**src/rtl/branch_isa_pkg.sv**
```systemverilog
// Branch instruction encodings shared by every block that decodes a branch word
`default_nettype none

package branch_isa_pkg;

	// ====================
	// Opcodes
	// ====================

	// Relational branches compare a against b in the class chosen by cm
	localparam logic [6:0] OP_BEQ = 7'h20;
	localparam logic [6:0] OP_BNE = 7'h21;
	localparam logic [6:0] OP_BLT = 7'h22;
	localparam logic [6:0] OP_BLE = 7'h23;
	localparam logic [6:0] OP_BGT = 7'h24;
	localparam logic [6:0] OP_BGE = 7'h25;
	// Bit test on a, with the bit index taken from the low six bits of b
	localparam logic [6:0] OP_BBS = 7'h26;
	// Multi-condition branch, the condition comes from the cnd field
	localparam logic [6:0] OP_MCB = 7'h27;

	// ====================
	// MCB sub-conditions
	// ====================

	// The code also serves as the bit position in the evaluator's condition vector
	localparam logic [2:0] MCB_EQ = 3'd0;
	localparam logic [2:0] MCB_NE = 3'd1;
	localparam logic [2:0] MCB_LT = 3'd2;
	localparam logic [2:0] MCB_LE = 3'd3;
	localparam logic [2:0] MCB_GT = 3'd4;
	localparam logic [2:0] MCB_GE = 3'd5;
	// In the float class these two become unordered and ordered
	localparam logic [2:0] MCB_BC = 3'd6;
	localparam logic [2:0] MCB_BS = 3'd7;

	// ====================
	// Comparison classes
	// ====================

	// Code 3 is left undefined and always resolves not-taken
	localparam logic [1:0] CM_SIGNED   = 2'd0;
	localparam logic [1:0] CM_UNSIGNED = 2'd1;
	localparam logic [1:0] CM_FLOAT    = 2'd2;

	// Plain branch layout, opcode in the low bits
	typedef struct packed {
		logic [22:0] disp;
		logic [1:0]  cm;
		logic [6:0]  opcode;
	} br_fmt_t;

	// Multi-condition layout, opcode and cm line up with the plain layout
	typedef struct packed {
		logic [19:0] disp;
		logic [2:0]  cnd;
		logic [1:0]  cm;
		logic [6:0]  opcode;
	} mcb_fmt_t;

	// One 32-bit word seen through either layout
	typedef union packed {
		br_fmt_t  br;
		mcb_fmt_t mcb;
	} instr_word_t;

endpackage

`default_nettype wire

```
**src/rtl/branch_cfg_pkg.sv**
```systemverilog
// Sizing constants for the branch resolution datapath, imported by the datapath modules
`default_nettype none

package branch_cfg_pkg;

	// ====================
	// Datapath sizing
	// ====================

	// Width of each operand, also the size of an IEEE-754 double
	localparam int VALUE_W = 64;

	// Number of evaluation units built by the top level
	localparam int NUM_EVAL_UNITS = 4;

	// Issue sequence width
	// Three bits cover the at most four branches that can be in flight
	localparam int SEQ_W = 3;

endpackage

`default_nettype wire

```
**src/rtl/fp_compare.sv**
```systemverilog
// Combinational double-precision comparator, instantiated inside each evaluation unit
`timescale 1ns/1ps
`default_nettype none

module fp_compare (
	input  wire logic [63:0] a,
	input  wire logic [63:0] b,
	output logic             eq,
	output logic             lt,
	output logic             le,
	output logic             unordered
);

	// A NaN has an all-ones exponent and a nonzero fraction
	logic nan_a;
	logic nan_b;
	// Both operands are zero, whatever their signs
	logic both_zero;
	// Magnitude compares ignore the sign bit
	logic mag_eq;
	logic mag_lt;
	logic eq_raw;
	logic lt_raw;

	assign nan_a = (&a[62:52]) & (|a[51:0]);
	assign nan_b = (&b[62:52]) & (|b[51:0]);
	assign unordered = nan_a | nan_b;

	assign both_zero = ~(|a[62:0]) & ~(|b[62:0]);
	assign mag_eq = a[62:0] == b[62:0];
	assign mag_lt = a[62:0] < b[62:0];

	// +0 and -0 compare equal, otherwise the bit patterns have to match
	assign eq_raw = both_zero | (a == b);

	always_comb begin
		if (both_zero)
			lt_raw = 1'b0;
		else begin
			case ({a[63], b[63]})
			// Both positive, the smaller magnitude is the smaller value
			2'b00:	lt_raw = mag_lt;
			// Negative against positive
			2'b10:	lt_raw = 1'b1;
			2'b01:	lt_raw = 1'b0;
			// Both negative, a larger magnitude is the smaller value
			default:	lt_raw = ~mag_lt & ~mag_eq;
			endcase
		end
	end

	// A NaN on either side makes every ordered relation false
	assign eq = ~unordered & eq_raw;
	assign lt = ~unordered & lt_raw;
	assign le = ~unordered & (lt_raw | eq_raw);

endmodule

`default_nettype wire

```
**src/rtl/branch_eval_unit.sv**
```systemverilog
// One branch evaluation slot: capture on start, resolve, hold the result until cleared
`timescale 1ns/1ps
`default_nettype none

module branch_eval_unit
	import branch_isa_pkg::*;
	import branch_cfg_pkg::*;
(
	input  wire logic               clk,
	input  wire logic               rst_n,
	input  wire logic               start,
	input  wire instr_word_t        start_instr,
	input  wire logic [VALUE_W-1:0] start_a,
	input  wire logic [VALUE_W-1:0] start_b,
	input  wire logic [SEQ_W-1:0]   start_seq,
	input  wire logic               clear,
	output logic                    busy,
	output logic                    done,
	output logic                    taken,
	output logic [SEQ_W-1:0]        seq
);

	// Captured branch
	instr_word_t        instr_r;
	logic [VALUE_W-1:0] a_r;
	logic [VALUE_W-1:0] b_r;

	// Float comparator flags
	logic fp_eq;
	logic fp_lt;
	logic fp_le;
	logic fp_unord;

	// Per-class relations, then one bit per MCB condition code
	logic       cls_ok;
	logic       is_int;
	logic       c_eq;
	logic       c_lt;
	logic       c_le;
	logic       c_bs;
	logic [7:0] cond;
	logic       sel;

	// ====================
	// Capture and status
	// ====================

	always_ff @(posedge clk) begin
		if (start) begin
			instr_r <= start_instr;
			a_r <= start_a;
			b_r <= start_b;
			seq <= start_seq;
		end
	end

	// Done rises on the edge that captures the branch and holds until the collector clears it
	always_ff @(posedge clk or negedge rst_n) begin
		if (!rst_n)
			done <= 1'b0;
		else if (start)
			done <= 1'b1;
		else if (clear)
			done <= 1'b0;
	end

	// The slot is already taken during the start cycle itself
	assign busy = start | done;

	fp_compare fp_compare_i (
		.a(a_r),
		.b(b_r),
		.eq(fp_eq),
		.lt(fp_lt),
		.le(fp_le),
		.unordered(fp_unord)
	);

	// ====================
	// Decode
	// ====================

	always_comb begin
		cls_ok = 1'b1;
		is_int = 1'b1;
		c_eq = a_r == b_r;
		c_bs = a_r[b_r[5:0]];
		case (instr_r.br.cm)
		CM_SIGNED: begin
			c_lt = $signed(a_r) < $signed(b_r);
			c_le = $signed(a_r) <= $signed(b_r);
		end
		CM_UNSIGNED: begin
			c_lt = a_r < b_r;
			c_le = a_r <= b_r;
		end
		CM_FLOAT: begin
			is_int = 1'b0;
			c_eq = fp_eq;
			c_lt = fp_lt;
			c_le = fp_le;
			// Bit set turns into ordered in the float class
			c_bs = ~fp_unord;
		end
		default: begin
			cls_ok = 1'b0;
			is_int = 1'b0;
			c_lt = 1'b0;
			c_le = 1'b0;
		end
		endcase
	end

	// NE, GT and GE are inverses, so an unordered float compare takes all three
	always_comb begin
		cond[MCB_EQ] = c_eq;
		cond[MCB_NE] = ~c_eq;
		cond[MCB_LT] = c_lt;
		cond[MCB_LE] = c_le;
		cond[MCB_GT] = ~c_le;
		cond[MCB_GE] = ~c_lt;
		cond[MCB_BC] = ~c_bs;
		cond[MCB_BS] = c_bs;
	end

	// Plain opcodes pick a fixed condition, MCB reads cnd through the second view
	always_comb begin
		case (instr_r.br.opcode)
		OP_BEQ:	sel = cond[MCB_EQ];
		OP_BNE:	sel = cond[MCB_NE];
		OP_BLT:	sel = cond[MCB_LT];
		OP_BLE:	sel = cond[MCB_LE];
		OP_BGT:	sel = cond[MCB_GT];
		OP_BGE:	sel = cond[MCB_GE];
		// Bit test exists only in the integer classes
		OP_BBS:	sel = is_int & cond[MCB_BS];
		OP_MCB:	sel = cond[instr_r.mcb.cnd];
		default:	sel = 1'b0;
		endcase
	end

	assign taken = cls_ok & sel;

endmodule

`default_nettype wire

```
**src/rtl/branch_dispatch.sv**
```systemverilog
// Input handshake side: accepts branches, stamps sequence numbers and starts a free unit
`timescale 1ns/1ps
`default_nettype none

module branch_dispatch
	import branch_isa_pkg::*;
	import branch_cfg_pkg::*;
(
	input  wire logic                      clk,
	input  wire logic                      rst_n,
	input  wire logic                      in_req,
	input  wire instr_word_t               in_instr,
	input  wire logic [VALUE_W-1:0]        in_a,
	input  wire logic [VALUE_W-1:0]        in_b,
	output logic                           in_ack,
	input  wire logic [NUM_EVAL_UNITS-1:0] busy,
	output logic [NUM_EVAL_UNITS-1:0]      start,
	output instr_word_t                    start_instr,
	output logic [VALUE_W-1:0]             start_a,
	output logic [VALUE_W-1:0]             start_b,
	output logic [SEQ_W-1:0]               start_seq
);

	logic [NUM_EVAL_UNITS-1:0] idle;
	// One-hot pick of the lowest-numbered idle unit
	logic [NUM_EVAL_UNITS-1:0] pick;
	logic                      accept;
	// Sequence number given to the next branch, wraps freely
	logic [SEQ_W-1:0]          seq_cnt;

	assign idle = ~busy;
	// Two's complement isolates the lowest set bit
	assign pick = idle & (~idle + 1'b1);

	// in_ack doubles as the state: low waits for a request, high waits for its release
	assign accept = in_req & ~in_ack & (|idle);

	// ====================
	// Handshake FSM
	// ====================

	always_ff @(posedge clk or negedge rst_n) begin
		if (!rst_n) begin
			in_ack <= 1'b0;
			start <= '0;
			seq_cnt <= '0;
		end else begin
			// The start pulse lasts one cycle and goes out with the rising ack
			start <= accept ? pick : '0;
			if (accept) begin
				in_ack <= 1'b1;
				seq_cnt <= seq_cnt + 1'b1;
			end else if (in_ack && !in_req)
				in_ack <= 1'b0;
		end
	end

	// Branch data shared by all units, only the pulsed unit takes it
	always_ff @(posedge clk) begin
		if (accept) begin
			start_instr <= in_instr;
			start_a <= in_a;
			start_b <= in_b;
			start_seq <= seq_cnt;
		end
	end

endmodule

`default_nettype wire

```
**src/rtl/branch_collect.sv**
```systemverilog
// Output handshake side: returns finished results in issue order and frees their units
`timescale 1ns/1ps
`default_nettype none

module branch_collect
	import branch_cfg_pkg::*;
(
	input  wire logic                                 clk,
	input  wire logic                                 rst_n,
	input  wire logic [NUM_EVAL_UNITS-1:0]            done,
	input  wire logic [NUM_EVAL_UNITS-1:0]            taken,
	input  wire logic [NUM_EVAL_UNITS-1:0][SEQ_W-1:0] seq,
	output logic [NUM_EVAL_UNITS-1:0]                 clear,
	output logic                                      out_req,
	input  wire logic                                 out_ack,
	output logic                                      out_taken
);

	// Sequence number the sink has to see next
	logic [SEQ_W-1:0]          exp_seq;
	// Finished units holding exp_seq, at most one bit is set
	logic [NUM_EVAL_UNITS-1:0] match;
	// Unit whose result sits on the output port
	logic [NUM_EVAL_UNITS-1:0] owner;
	logic                      present;
	logic                      release_now;

	always_comb begin
		for (int i = 0; i < NUM_EVAL_UNITS; i++)
			match[i] = done[i] & (seq[i] == exp_seq);
	end

	// A new result goes out only once the previous ack has been dropped
	assign present = ~out_req & ~out_ack & (|match);
	assign release_now = out_req & out_ack;

	// ====================
	// Handshake FSM
	// ====================

	always_ff @(posedge clk or negedge rst_n) begin
		if (!rst_n) begin
			out_req <= 1'b0;
			exp_seq <= '0;
			clear <= '0;
		end else begin
			// Clear pulses for one cycle on the edge that first sees the ack
			clear <= release_now ? owner : '0;
			if (present)
				out_req <= 1'b1;
			else if (release_now) begin
				out_req <= 1'b0;
				exp_seq <= exp_seq + 1'b1;
			end
		end
	end

	always_ff @(posedge clk) begin
		if (present) begin
			owner <= match;
			out_taken <= |(match & taken);
		end
	end

endmodule

`default_nettype wire

```
**src/rtl/branch_resolve_top.sv**
```systemverilog
// Top of the branch resolution block, wiring the dispatcher, the evaluation units and the collector
`timescale 1ns/1ps
`default_nettype none

module branch_resolve_top
	import branch_isa_pkg::*;
	import branch_cfg_pkg::*;
(
	input  wire logic               clk,
	input  wire logic               rst_n,
	input  wire logic               in_req,
	input  wire instr_word_t        in_instr,
	input  wire logic [VALUE_W-1:0] in_a,
	input  wire logic [VALUE_W-1:0] in_b,
	output logic                    in_ack,
	output logic                    out_req,
	input  wire logic               out_ack,
	output logic                    out_taken
);

	// Dispatcher to units
	logic [NUM_EVAL_UNITS-1:0]            start;
	instr_word_t                          start_instr;
	logic [VALUE_W-1:0]                   start_a;
	logic [VALUE_W-1:0]                   start_b;
	logic [SEQ_W-1:0]                     start_seq;
	logic [NUM_EVAL_UNITS-1:0]            busy;

	// Units to collector and back
	logic [NUM_EVAL_UNITS-1:0]            done;
	logic [NUM_EVAL_UNITS-1:0]            taken;
	logic [NUM_EVAL_UNITS-1:0][SEQ_W-1:0] seq;
	logic [NUM_EVAL_UNITS-1:0]            clear;

	branch_dispatch branch_dispatch_i (
		.clk(clk),
		.rst_n(rst_n),
		.in_req(in_req),
		.in_instr(in_instr),
		.in_a(in_a),
		.in_b(in_b),
		.in_ack(in_ack),
		.busy(busy),
		.start(start),
		.start_instr(start_instr),
		.start_a(start_a),
		.start_b(start_b),
		.start_seq(start_seq)
	);

	// Identical slots, each one owns its bit of the start, done and clear vectors
	for (genvar i = 0; i < NUM_EVAL_UNITS; i++) begin : g_unit
		branch_eval_unit branch_eval_unit_i (
			.clk(clk),
			.rst_n(rst_n),
			.start(start[i]),
			.start_instr(start_instr),
			.start_a(start_a),
			.start_b(start_b),
			.start_seq(start_seq),
			.clear(clear[i]),
			.busy(busy[i]),
			.done(done[i]),
			.taken(taken[i]),
			.seq(seq[i])
		);
	end

	branch_collect branch_collect_i (
		.clk(clk),
		.rst_n(rst_n),
		.done(done),
		.taken(taken),
		.seq(seq),
		.clear(clear),
		.out_req(out_req),
		.out_ack(out_ack),
		.out_taken(out_taken)
	);

endmodule

`default_nettype wire

```
**config.mk**
```make
export PLATFORM = sky130hd
export DESIGN_NAME = branch_resolve_top
export DESIGN_NICKNAME = d
export VERILOG_FILES = /design/src/rtl/branch_isa_pkg.sv /design/src/rtl/branch_cfg_pkg.sv /design/src/rtl/fp_compare.sv /design/src/rtl/branch_eval_unit.sv /design/src/rtl/branch_dispatch.sv /design/src/rtl/branch_collect.sv /design/src/rtl/branch_resolve_top.sv
export SDC_FILE = /design/constraint.sdc
export NUM_CORES = 1
export LEC_CHECK = 0
export ABC_AREA = 1
export BUFFER_PORTS_ARGS = -buffer_cell sky130_fd_sc_hd__buf_4
export CAP_MARGIN = 20
export CORE_MARGIN = 2
export CORE_UTILIZATION = 35
export DETAILED_ROUTE_END_ITERATION = 8
export PLACE_DENSITY_LB_ADDON = 0.08
export SYNTH_ARGS = -nofsm -noshare
export SYNTH_HDL_FRONTEND = slang
export SYNTH_SLANG_ARGS = --single-unit
```
**constraint.sdc**
```tcl
create_clock -name clk -period 10.31 [get_ports clk]
set_clock_uncertainty 0.05 [all_clocks]
set_input_delay 0.5155 -clock clk [delete_from_list [all_inputs] [get_ports clk]]
set_output_delay 0.5155 -clock clk [all_outputs]
set_load 0.1 [all_outputs]
```
==> flow_metrics.py, run 1 <==
metrics = {
    "pwr": {
        "power.internal_uw": 6600,
        "p_sw_uw": 3130,
        "comb_power_share": 0.201,
        "swShare": 0.322,
        "clock_power_share": 0.337,
        "power_density_nw_per_um2": 213,
        "seq_power_share": 0.462,
        "leakage_uw": 0.0189,
        "ir_worst_vdd_mv": 0.126,
    },
    "cts": {
        "cts.sinks": 740,
        "htree_num_levels": 3,
        "clk_latency_ns": 0.68,
        "cts-root-buf": "clkbuf_16",
        "clkTransAtPathRegs_ns": 0.06,
        "cts_resized": 0,
        "cts_tree": "built",
        "numCtsBuffers": 89,
        "clock_path_buffers": 3,
    },
    "hold_path": {
        "hold_class": "input port to async pin",
    },
    "drt": {
        "num_vias": 28700,
        "drcViolationCount": 0,
        "first_pass_iters": 5,
        "drt_wl_total_um": 127000,
        "ant_nets": 0,
        "drt-initial-drc-count": 2341,
        "drt-wirelength-per-cell_um": 22.1,
        "routed_via_density": 4.98,
    },
    "global_routing": {
        "grt_pass1_wl_um": 182000,
        "grtUsageTotal": 0.225,
        "grt_overflow_total": 0,
        "grt_pass1_vias": 27400,
        "antenna_found_initial": 5,
        "grt_start_max_net_pins": 71,
    },
    "floorplan": {
        "chipWidth_um": 335,
        "die_h_um": 335,
        "initial_core_util": 0.352,
        "core_area_um2": 109000,
        "die_area_um2": 112000,
        "fp-row-count": 121,
        "boundaryPins": 167,
    },
    "worst_setup_path": {
        "r2r_slack_ns": 5.91,
        "r2r_end": "branch_collect_i.out_taken",
        "max_stage_delay_ns": 0.76,
        "start_kind": "register",
        "path_cells": "inv_1 -> ha_1 -> nand2_1 -> inv_1 -> nand3_1 -> nor3_1 -> nand2_1 -> nor2_1 -> nand3_1 -> o21ai_0 -> nand2_1 -> nand4_1 -> nand2_1 -> nor3_1 -> a21oi_1 -> a21oi_2 -> nand2_1",
        "worstPathMaxFanout": 6,
        "critPathTopFamily": "simple AND/OR/NAND/NOR gates",
        "cp.required_ns": 10.67,
        "crit_type": "register to register",
        "crit_top_cell": "nand2_1",
        "critical_path.n_buffers_inverters": 2,
        "cpMaxStageDelayCell": "edfxtp_1",
        "cp.arrival_ns": 4.76,
        "r2r_start": "g_unit[0].branch_eval_unit_i.b_r[3]",
        "rr_worst_depth": 17,
        "end_kind": "register",
    },
    "placed_design": {
        "hpwl_um": 94800,
        "place_ws_ns": 5.90,
        "io_buffer_count": 146,
        "place.gp.congestion": 0.922,
    },
    "sta": {
        "slew_headroom": 0.263,
        "setup_violations": 0,
        "fin_crit_ns": 4.40,
        "finalHoldViolCount": 0,
        "rsz0062_at_grt": "false",
        "fmax_mhz": 227,
        "fin_crit_sh": 0.427,
        "worst-slew-pin-transition_ns": 1.11,
        "setup_ws_ns": 5.91,
        "slew_violations": 0,
        "finalSetupTns_ns": 0,
    },
    "synthesis": {
        "synth_area_um2": 38300,
        "ys_seq_elements": 740,
        "synth-edff-count": 720,
        "synthesis.nets": 4335,
        "synth_cells": 3905,
        "synth_top_cell_area_share": 0.565,
        "ys_async_sr_fraction": 0.0270,
        "yosysTopAreaCell": "edfxtp_1",
        "yosysWarningCount": 0,
        "synth_area_leaders": "edfxtp_1 57%, nand2_1 9.3%, ha_1 8.7%",
        "seq_area_frac_synth": 0.578,
        "ys.flop_type": "edfxtp_1",
        "synth.distinct_cells": 51,
        "syn_avg_cell_area_um2": 9.80,
    },
    "layout": {
        "multi_input_area_um2": 13900,
        "syn2layout_area_growth_pct": 19.2,
        "layout.nets": 4700,
        "fill_cells": 10700,
        "seq_area_um2": 22100,
        "drive_above_1_share": 0.0900,
    },
    "run_status": {
        "status": "finished, final reports clean",
    },
    "job": {
        "maxCapViolations": 0,
    },
}
==> registers in the layout, summed over array words and instances (netlist names) <==
| name | cells |
|---|---|
| branch_collect_i.clear | 4 |
| branch_collect_i.exp_seq | 3 |
| branch_collect_i.out_req | 1 |
| branch_collect_i.out_taken | 1 |
| branch_collect_i.owner | 4 |
| branch_dispatch_i.in_ack | 1 |
| branch_dispatch_i.seq_cnt | 3 |
| branch_dispatch_i.start | 4 |
| branch_dispatch_i.start_a | 64 |
| branch_dispatch_i.start_b | 64 |
| branch_dispatch_i.start_instr | 12 |
| branch_dispatch_i.start_seq | 3 |
| g_unit.branch_eval_unit_i.a_r | 256 |
| g_unit.branch_eval_unit_i.b_r | 256 |
| g_unit.branch_eval_unit_i.done | 4 |
| g_unit.branch_eval_unit_i.instr_r | 48 |
| g_unit.branch_eval_unit_i.seq | 12 |
==> cell usage after synthesis (6+ instances only) <==
| master | number |
|---|---|
| nand2_1 | 948 |
| buf_2 | 31 |
| nor3_1 | 49 |
| ha_1 | 266 |
| o21a_1 | 14 |
| nand3_2 | 14 |
| o21ai_1 | 8 |
| a22oi_1 | 9 |
| nor2_1 | 386 |
| edfxtp_1 | 720 |
| a21oi_1 | 270 |
| nor3_2 | 11 |
| nand3b_1 | 8 |
| buf_4 | 6 |
| xor2_1 | 7 |
| nor2_2 | 15 |
| nand3_1 | 285 |
| dfrtp_1 | 20 |
| inv_1 | 511 |
| nand4_1 | 125 |
| a21o_1 | 6 |
| nor4_1 | 21 |
| o21ai_0 | 86 |
| inv_2 | 19 |
| o21bai_1 | 14 |
==> how the worst max path moves through the flow <==
stage	from	to	cells past startpoint
floorplan	branch_dispatch_i.start[2]	branch_dispatch_i.seq_cnt[2]	5
global placement	g_unit[0].branch_eval_unit_i.b_r[3]	branch_collect_i.out_taken	17
detailed placement	g_unit[0].branch_eval_unit_i.b_r[3]	branch_collect_i.out_taken	17
CTS	g_unit[0].branch_eval_unit_i.b_r[3]	branch_collect_i.out_taken	17
global route	g_unit[0].branch_eval_unit_i.b_r[3]	branch_collect_i.out_taken	17
finish	g_unit[0].branch_eval_unit_i.b_r[3]	branch_collect_i.out_taken	17
==> logic make-up (layout without fill, tap and decap cells) <==
logic type | Yosys count | in the layout | synth area share
AND/OR/NAND/NOR | 1889 | 1889 | 0.214
flip-flops | 740 | 740 | 0.578
buffers and inverters | 573 | 1014 | 0.0583
AO/OA/AOI/OAI | 428 | 428 | 0.0602
adder cells (fa/ha/maj) | 266 | 266 | 0.0870
XOR/XNOR | 9 | 9 | 0.00206
other | 0 | 4 | 0
==> metrics by stage <==
| stage | power [µW] | hold slack [ns] | util | area, µm² | cells |
|---|---|---|---|---|---|
| 3_3_place_gp | 6470 | 0.354 | 0.378 | 41100 | 5450 |
| 5_1_grt | 10200 | 0.255 | 0.419 | 45600 | 5760 |
| 6_report | 9730 | 0.244 | 0.420 | 45600 | 5764 |
| 4_1_cts | 9820 | 0.221 | 0.419 | 45600 | 5760 |
| 2_1_floorplan | 5620 | 0.170 | - | 38300 | 3905 |
| 3_5_place_dp | 6460 | 0.361 | 0.378 | 41100 | 5450 |
==> power by group through the flow <==
stage                     clock network [µW]  registers, µW  logic (µW)
after detailed placement                   0           4560        1900
after global routing                    3470           4550        2190
after CTS                               3360           4510        1950
after global placement                     0           4570        1900
final                                   3280           4490        1950
after floorplan                            0           4440        1180
==> routing by layer <==
| layer | vias up | global-route usage | wire length, µm |
|---|---|---|---|
| met3 | 159 | 0.0279 | 5940 |
| li1 | 14200 | - | - |
| met5 | - | 0 | 0 |
| met4 | 0 | 0.0658 | 3590 |
| met1 | 13700 | 0.328 | 61600 |
| met2 | 697 | 0.350 | 56000 |
==> worst reg2reg max path: cells and delay by family (launching register included) <==
kind                     cells  cell delay (ns)
AO/OA/AOI/OAI                3             0.54
adder cells (fa/ha/maj)      1             0.49
buffers and inverters        2             0.60
flip-flops                   1             0.76
AND/OR/NAND/NOR             11             1.71
==> repair_timing <==
action	in CTS	in global routing
setup buffers	0	0
endpoints found under the hold margin	162	0
hold buffers	143	0
==> cell type report <==
| type | instances | share of cell area |
|---|---|---|
| flip-flops and latches | 740 | 0.485 |
| multi-input cells | 2592 | 0.305 |
| repair buffers | 313 | 0.0594 |
| clock buffers | 106 | 0.0523 |
| inverters | 534 | 0.0441 |
| well taps | 1414 | 0.0388 |
| clock inverters | 61 | 0.0145 |
| diodes | 4 | 0.000220 |
==> placed cells by master, fill, tap and decap left out, types with 9 or more instances in the layout <==
| cell | instances |
|---|---|
| o21bai_1 | 14 |
| nand4_1 | 125 |
| nor2_2 | 16 |
| o21ai_0 | 86 |
| nor2_1 | 385 |
| clkinv_1 | 19 |
| dfrtp_1 | 16 |
| nand3_2 | 14 |
| inv_2 | 19 |
| nand3_1 | 285 |
| a22oi_1 | 9 |
| a21oi_1 | 269 |
| o21a_1 | 14 |
| edfxtp_1 | 720 |
| bufinv_16 | 13 |
| nor3_2 | 11 |
| nor4_1 | 21 |
| nor3_1 | 49 |
| buf_4 | 170 |
| nand2_1 | 948 |
| dlygate4sd3_1 | 143 |
| clkbuf_16 | 93 |
| clkbuf_1 | 12 |
| ha_1 | 266 |
| inv_1 | 511 |
| clkinv_2 | 14 |
(Power assumes the default switching activity.)
==> run 2, diff against run 1 <==
- ABC_AREA: 1 -> 0
- clock period: 10.31 -> 4.1 ns (I/O delays scaled with it)
==> flow_metrics.py, run 2 <==
metrics = {
    "run_status": {
        "status": "finished with violations",
        "failed_checks": "max-slew violations",
    },
    "hold_path": {
        "hold_depth": 2,
        "min_from": "in_a[32]",
        "hold_class": "input port to register",
        "hold_end": "branch_dispatch_i.start_a[32]",
    },
    "placed_design": {
        "hpwl_um": 101000,
        "postPlaceCellArea_um2": 39000,
        "io_buffer_count": 146,
        "place_ws_ns": -0.385,
        "place.gp.congestion": 1.01,
    },
    "global_routing": {
        "grt_start_max_net_pins": 146,
        "grt_pass1_vias": 24600,
        "antenna_found_initial": 8,
        "grt_pass1_wl_um": 183000,
        "grt_overflow_total": 0,
        "grtUsageTotal": 0.256,
    },
    "drt": {
        "ant_nets": 0,
        "num_vias": 24600,
        "drt-initial-drc-count": 2510,
        "drcViolationCount": 0,
        "first_pass_iters": 7,
        "drt-wirelength-per-cell_um": 29.8,
        "drt_wl_total_um": 131000,
        "routed_via_density": 5.58,
    },
    "cts": {
        "cts_tree": "built",
        "cts.sinks": 740,
        "numCtsBuffers": 85,
        "clk_latency_ns": 0.68,
        "htree_num_levels": 3,
        "clock_path_buffers": 3,
        "cts-root-buf": "clkbuf_16",
        "clkTransAtPathRegs_ns": 0.06,
    },
    "worst_setup_path": {
        "r2r_start": "g_unit[1].branch_eval_unit_i.a_r[11]",
        "r2r_slack_ns": 0.05,
        "cp.required_ns": 4.42,
        "critical_path.n_buffers_inverters": 2,
        "end_kind": "register",
        "start_kind": "register",
        "worstPathMaxFanout": 4,
        "crit_top_cell": "o311a_1",
        "cpMaxStageDelayCell": "edfxtp_1",
        "r2r_end": "branch_collect_i.out_taken",
        "critPathTopFamily": "compound AO/OA/AOI/OAI gates",
        "max_stage_delay_ns": 0.61,
        "rr_worst_depth": 13,
        "cp.arrival_ns": 4.38,
        "crit_type": "register to register",
        "path_cells": "ha_1 -> inv_1 -> nor3_2 -> nand2_1 -> o221ai_1 -> a21oi_1 -> buf_4 -> o2111a_1 -> o311a_1 -> o211ai_1 -> o311a_1 -> nor4b_4 -> nand4_1",
    },
    "layout": {
        "final_common_cell": "edfxtp_1",
        "layout.nets": 3475,
        "drive_above_1_share": 0.181,
        "syn2layout_area_growth_pct": 24.6,
        "layout_common_cells": "720 x edfxtp_1, 325 x buf_4, 304 x inv_1",
        "fin_area_um2": 43400,
        "fill_cells": 8909,
        "top_regs": "g_unit.branch_eval_unit_i.a_r (256), g_unit.branch_eval_unit_i.b_r (256)",
    },
    "sta": {
        "slew_headroom": -0.131,
        "slew_violations": 69,
        "fin_crit_sh": 0.989,
        "setup_ws_ns": 0.0460,
        "finalSetupTns_ns": 0,
        "setup_violations": 0,
        "whs_ns": 0.200,
        "fmax_mhz": 247,
        "fin_crit_ns": 4.05,
        "worst-slew-pin-transition_ns": 1.70,
        "finalHoldViolCount": 0,
    },
    "synthesis": {
        "synth_area_um2": 34800,
        "synth_area_leaders": "edfxtp_1 62%, ha_1 9.6%, mux4_2 3.3%",
        "synthesis.nets": 2934,
        "ys_async_sr_fraction": 0.0270,
        "ys.flop_type": "edfxtp_1",
        "synth.most_common_cell": "edfxtp_1",
        "synth_common_cells": "720 x edfxtp_1, 304 x inv_1, 266 x ha_1, 149 x nor4_1, 108 x nand4_1",
        "synth.distinct_cells": 90,
        "yosysWarningCount": 0,
        "synth_cells": 2504,
        "syn_avg_cell_area_um2": 13.9,
        "ys_seq_elements": 740,
        "yosysTopAreaCell": "edfxtp_1",
        "synth_top_cell_area_share": 0.620,
        "seq_area_frac_synth": 0.635,
        "synth-edff-count": 720,
    },
    "pwr": {
        "power_density_nw_per_um2": 503,
        "total_power_uw": 21900,
        "leakage_uw": 0.0165,
        "ir_worst_vdd_mv": 0.345,
    },
    "floorplan": {
        "die_area_um2": 102000,
        "chipWidth_um": 320,
        "fp-row-count": 115,
        "die_h_um": 320,
        "initial_core_util": 0.354,
        "boundaryPins": 167,
        "core_area_um2": 98600,
    },
    "job": {
        "maxCapViolations": 0,
    },
}
## run 2: cell count changes after synthesis, moves of 128 or more
cell / delta
nor4_1: +128
nor2_1: -308
nand2_1: -849
inv_1: -207
a21oi_1: -166
nand3_1: -186
## run 2: what timing repair did
action,4_1_cts,5_1_grt
hold endpoints to repair,178,0
endpoints found under the setup margin,1,1
hold buffers,144,0
setup buffers,0,2
cloned,0,0
gates resized for setup,7,15
pin swaps,0,3
## run 2: cell type report
cell class	count	area, µm²	area share
Timing Repair Buffer	478	4060	0.0935
Inverter	305	1140	0.0264
Sequential cell	740	22100	0.510
Antenna cell	3	7.51	0.000173
Tap cell	1287	1610	0.0371
Multi-Input combinational cell	1435	11600	0.267
Clock buffer	107	2270	0.0523
Clock inverter	48	586	0.0135
## run 2: worst max path at each step
stage,start,end,depth (start not counted)
after floorplan,branch_dispatch_i.start[0],branch_dispatch_i.seq_cnt[1],4
after global placement,g_unit[3].branch_eval_unit_i.b_r[48],branch_collect_i.out_taken,12
after detailed placement,g_unit[3].branch_eval_unit_i.b_r[48],branch_collect_i.out_taken,12
after CTS,g_unit[3].branch_eval_unit_i.a_r[49],branch_collect_i.out_taken,13
after global routing,g_unit[1].branch_eval_unit_i.a_r[11],branch_collect_i.out_taken,13
final,g_unit[1].branch_eval_unit_i.a_r[11],branch_collect_i.out_taken,13
## run 2: cells by family after synthesis
kind of cell / share of synthesized area
and+or+nand+nor: 0.110
DFF: 0.635
buffers and inverters: 0.0361
adders and majority gates: 0.0955
muxes: 0.0450
xor gates and xnor gates: 0.00553
AOI/OAI and AO/OA: 0.0733
## run 2: power by group
| part | internal (µW) | leakage [µW] | total (µW) | switching (µW) |
|---|---|---|---|---|
| Clock | 4740 | 0.00138 | 7920 | 3180 |
| Combinational | 1300 | 0.00825 | 3360 | 2060 |
| Sequential | 9550 | 0.00682 | 10600 | 1040 |
| Total | 15600 | 0.0165 | 21900 | 6270 |
## run 2: stage by stage
stage          utilization  instances
2_1_floorplan            -       2504
3_3_place_gp         0.396       4099
3_5_place_dp         0.396       4099
4_1_cts              0.440       4398
5_1_grt              0.441       4400
6_report             0.441       4403
## run 2: layer usage
layer,vias up,share of wire,GRT usage
met4,0,0.039,0.0896
li1,11000,-,-
met5,-,0,0
met3,218,0.067,0.0468
met1,12400,0.45,0.358
met2,984,0.45,0.401
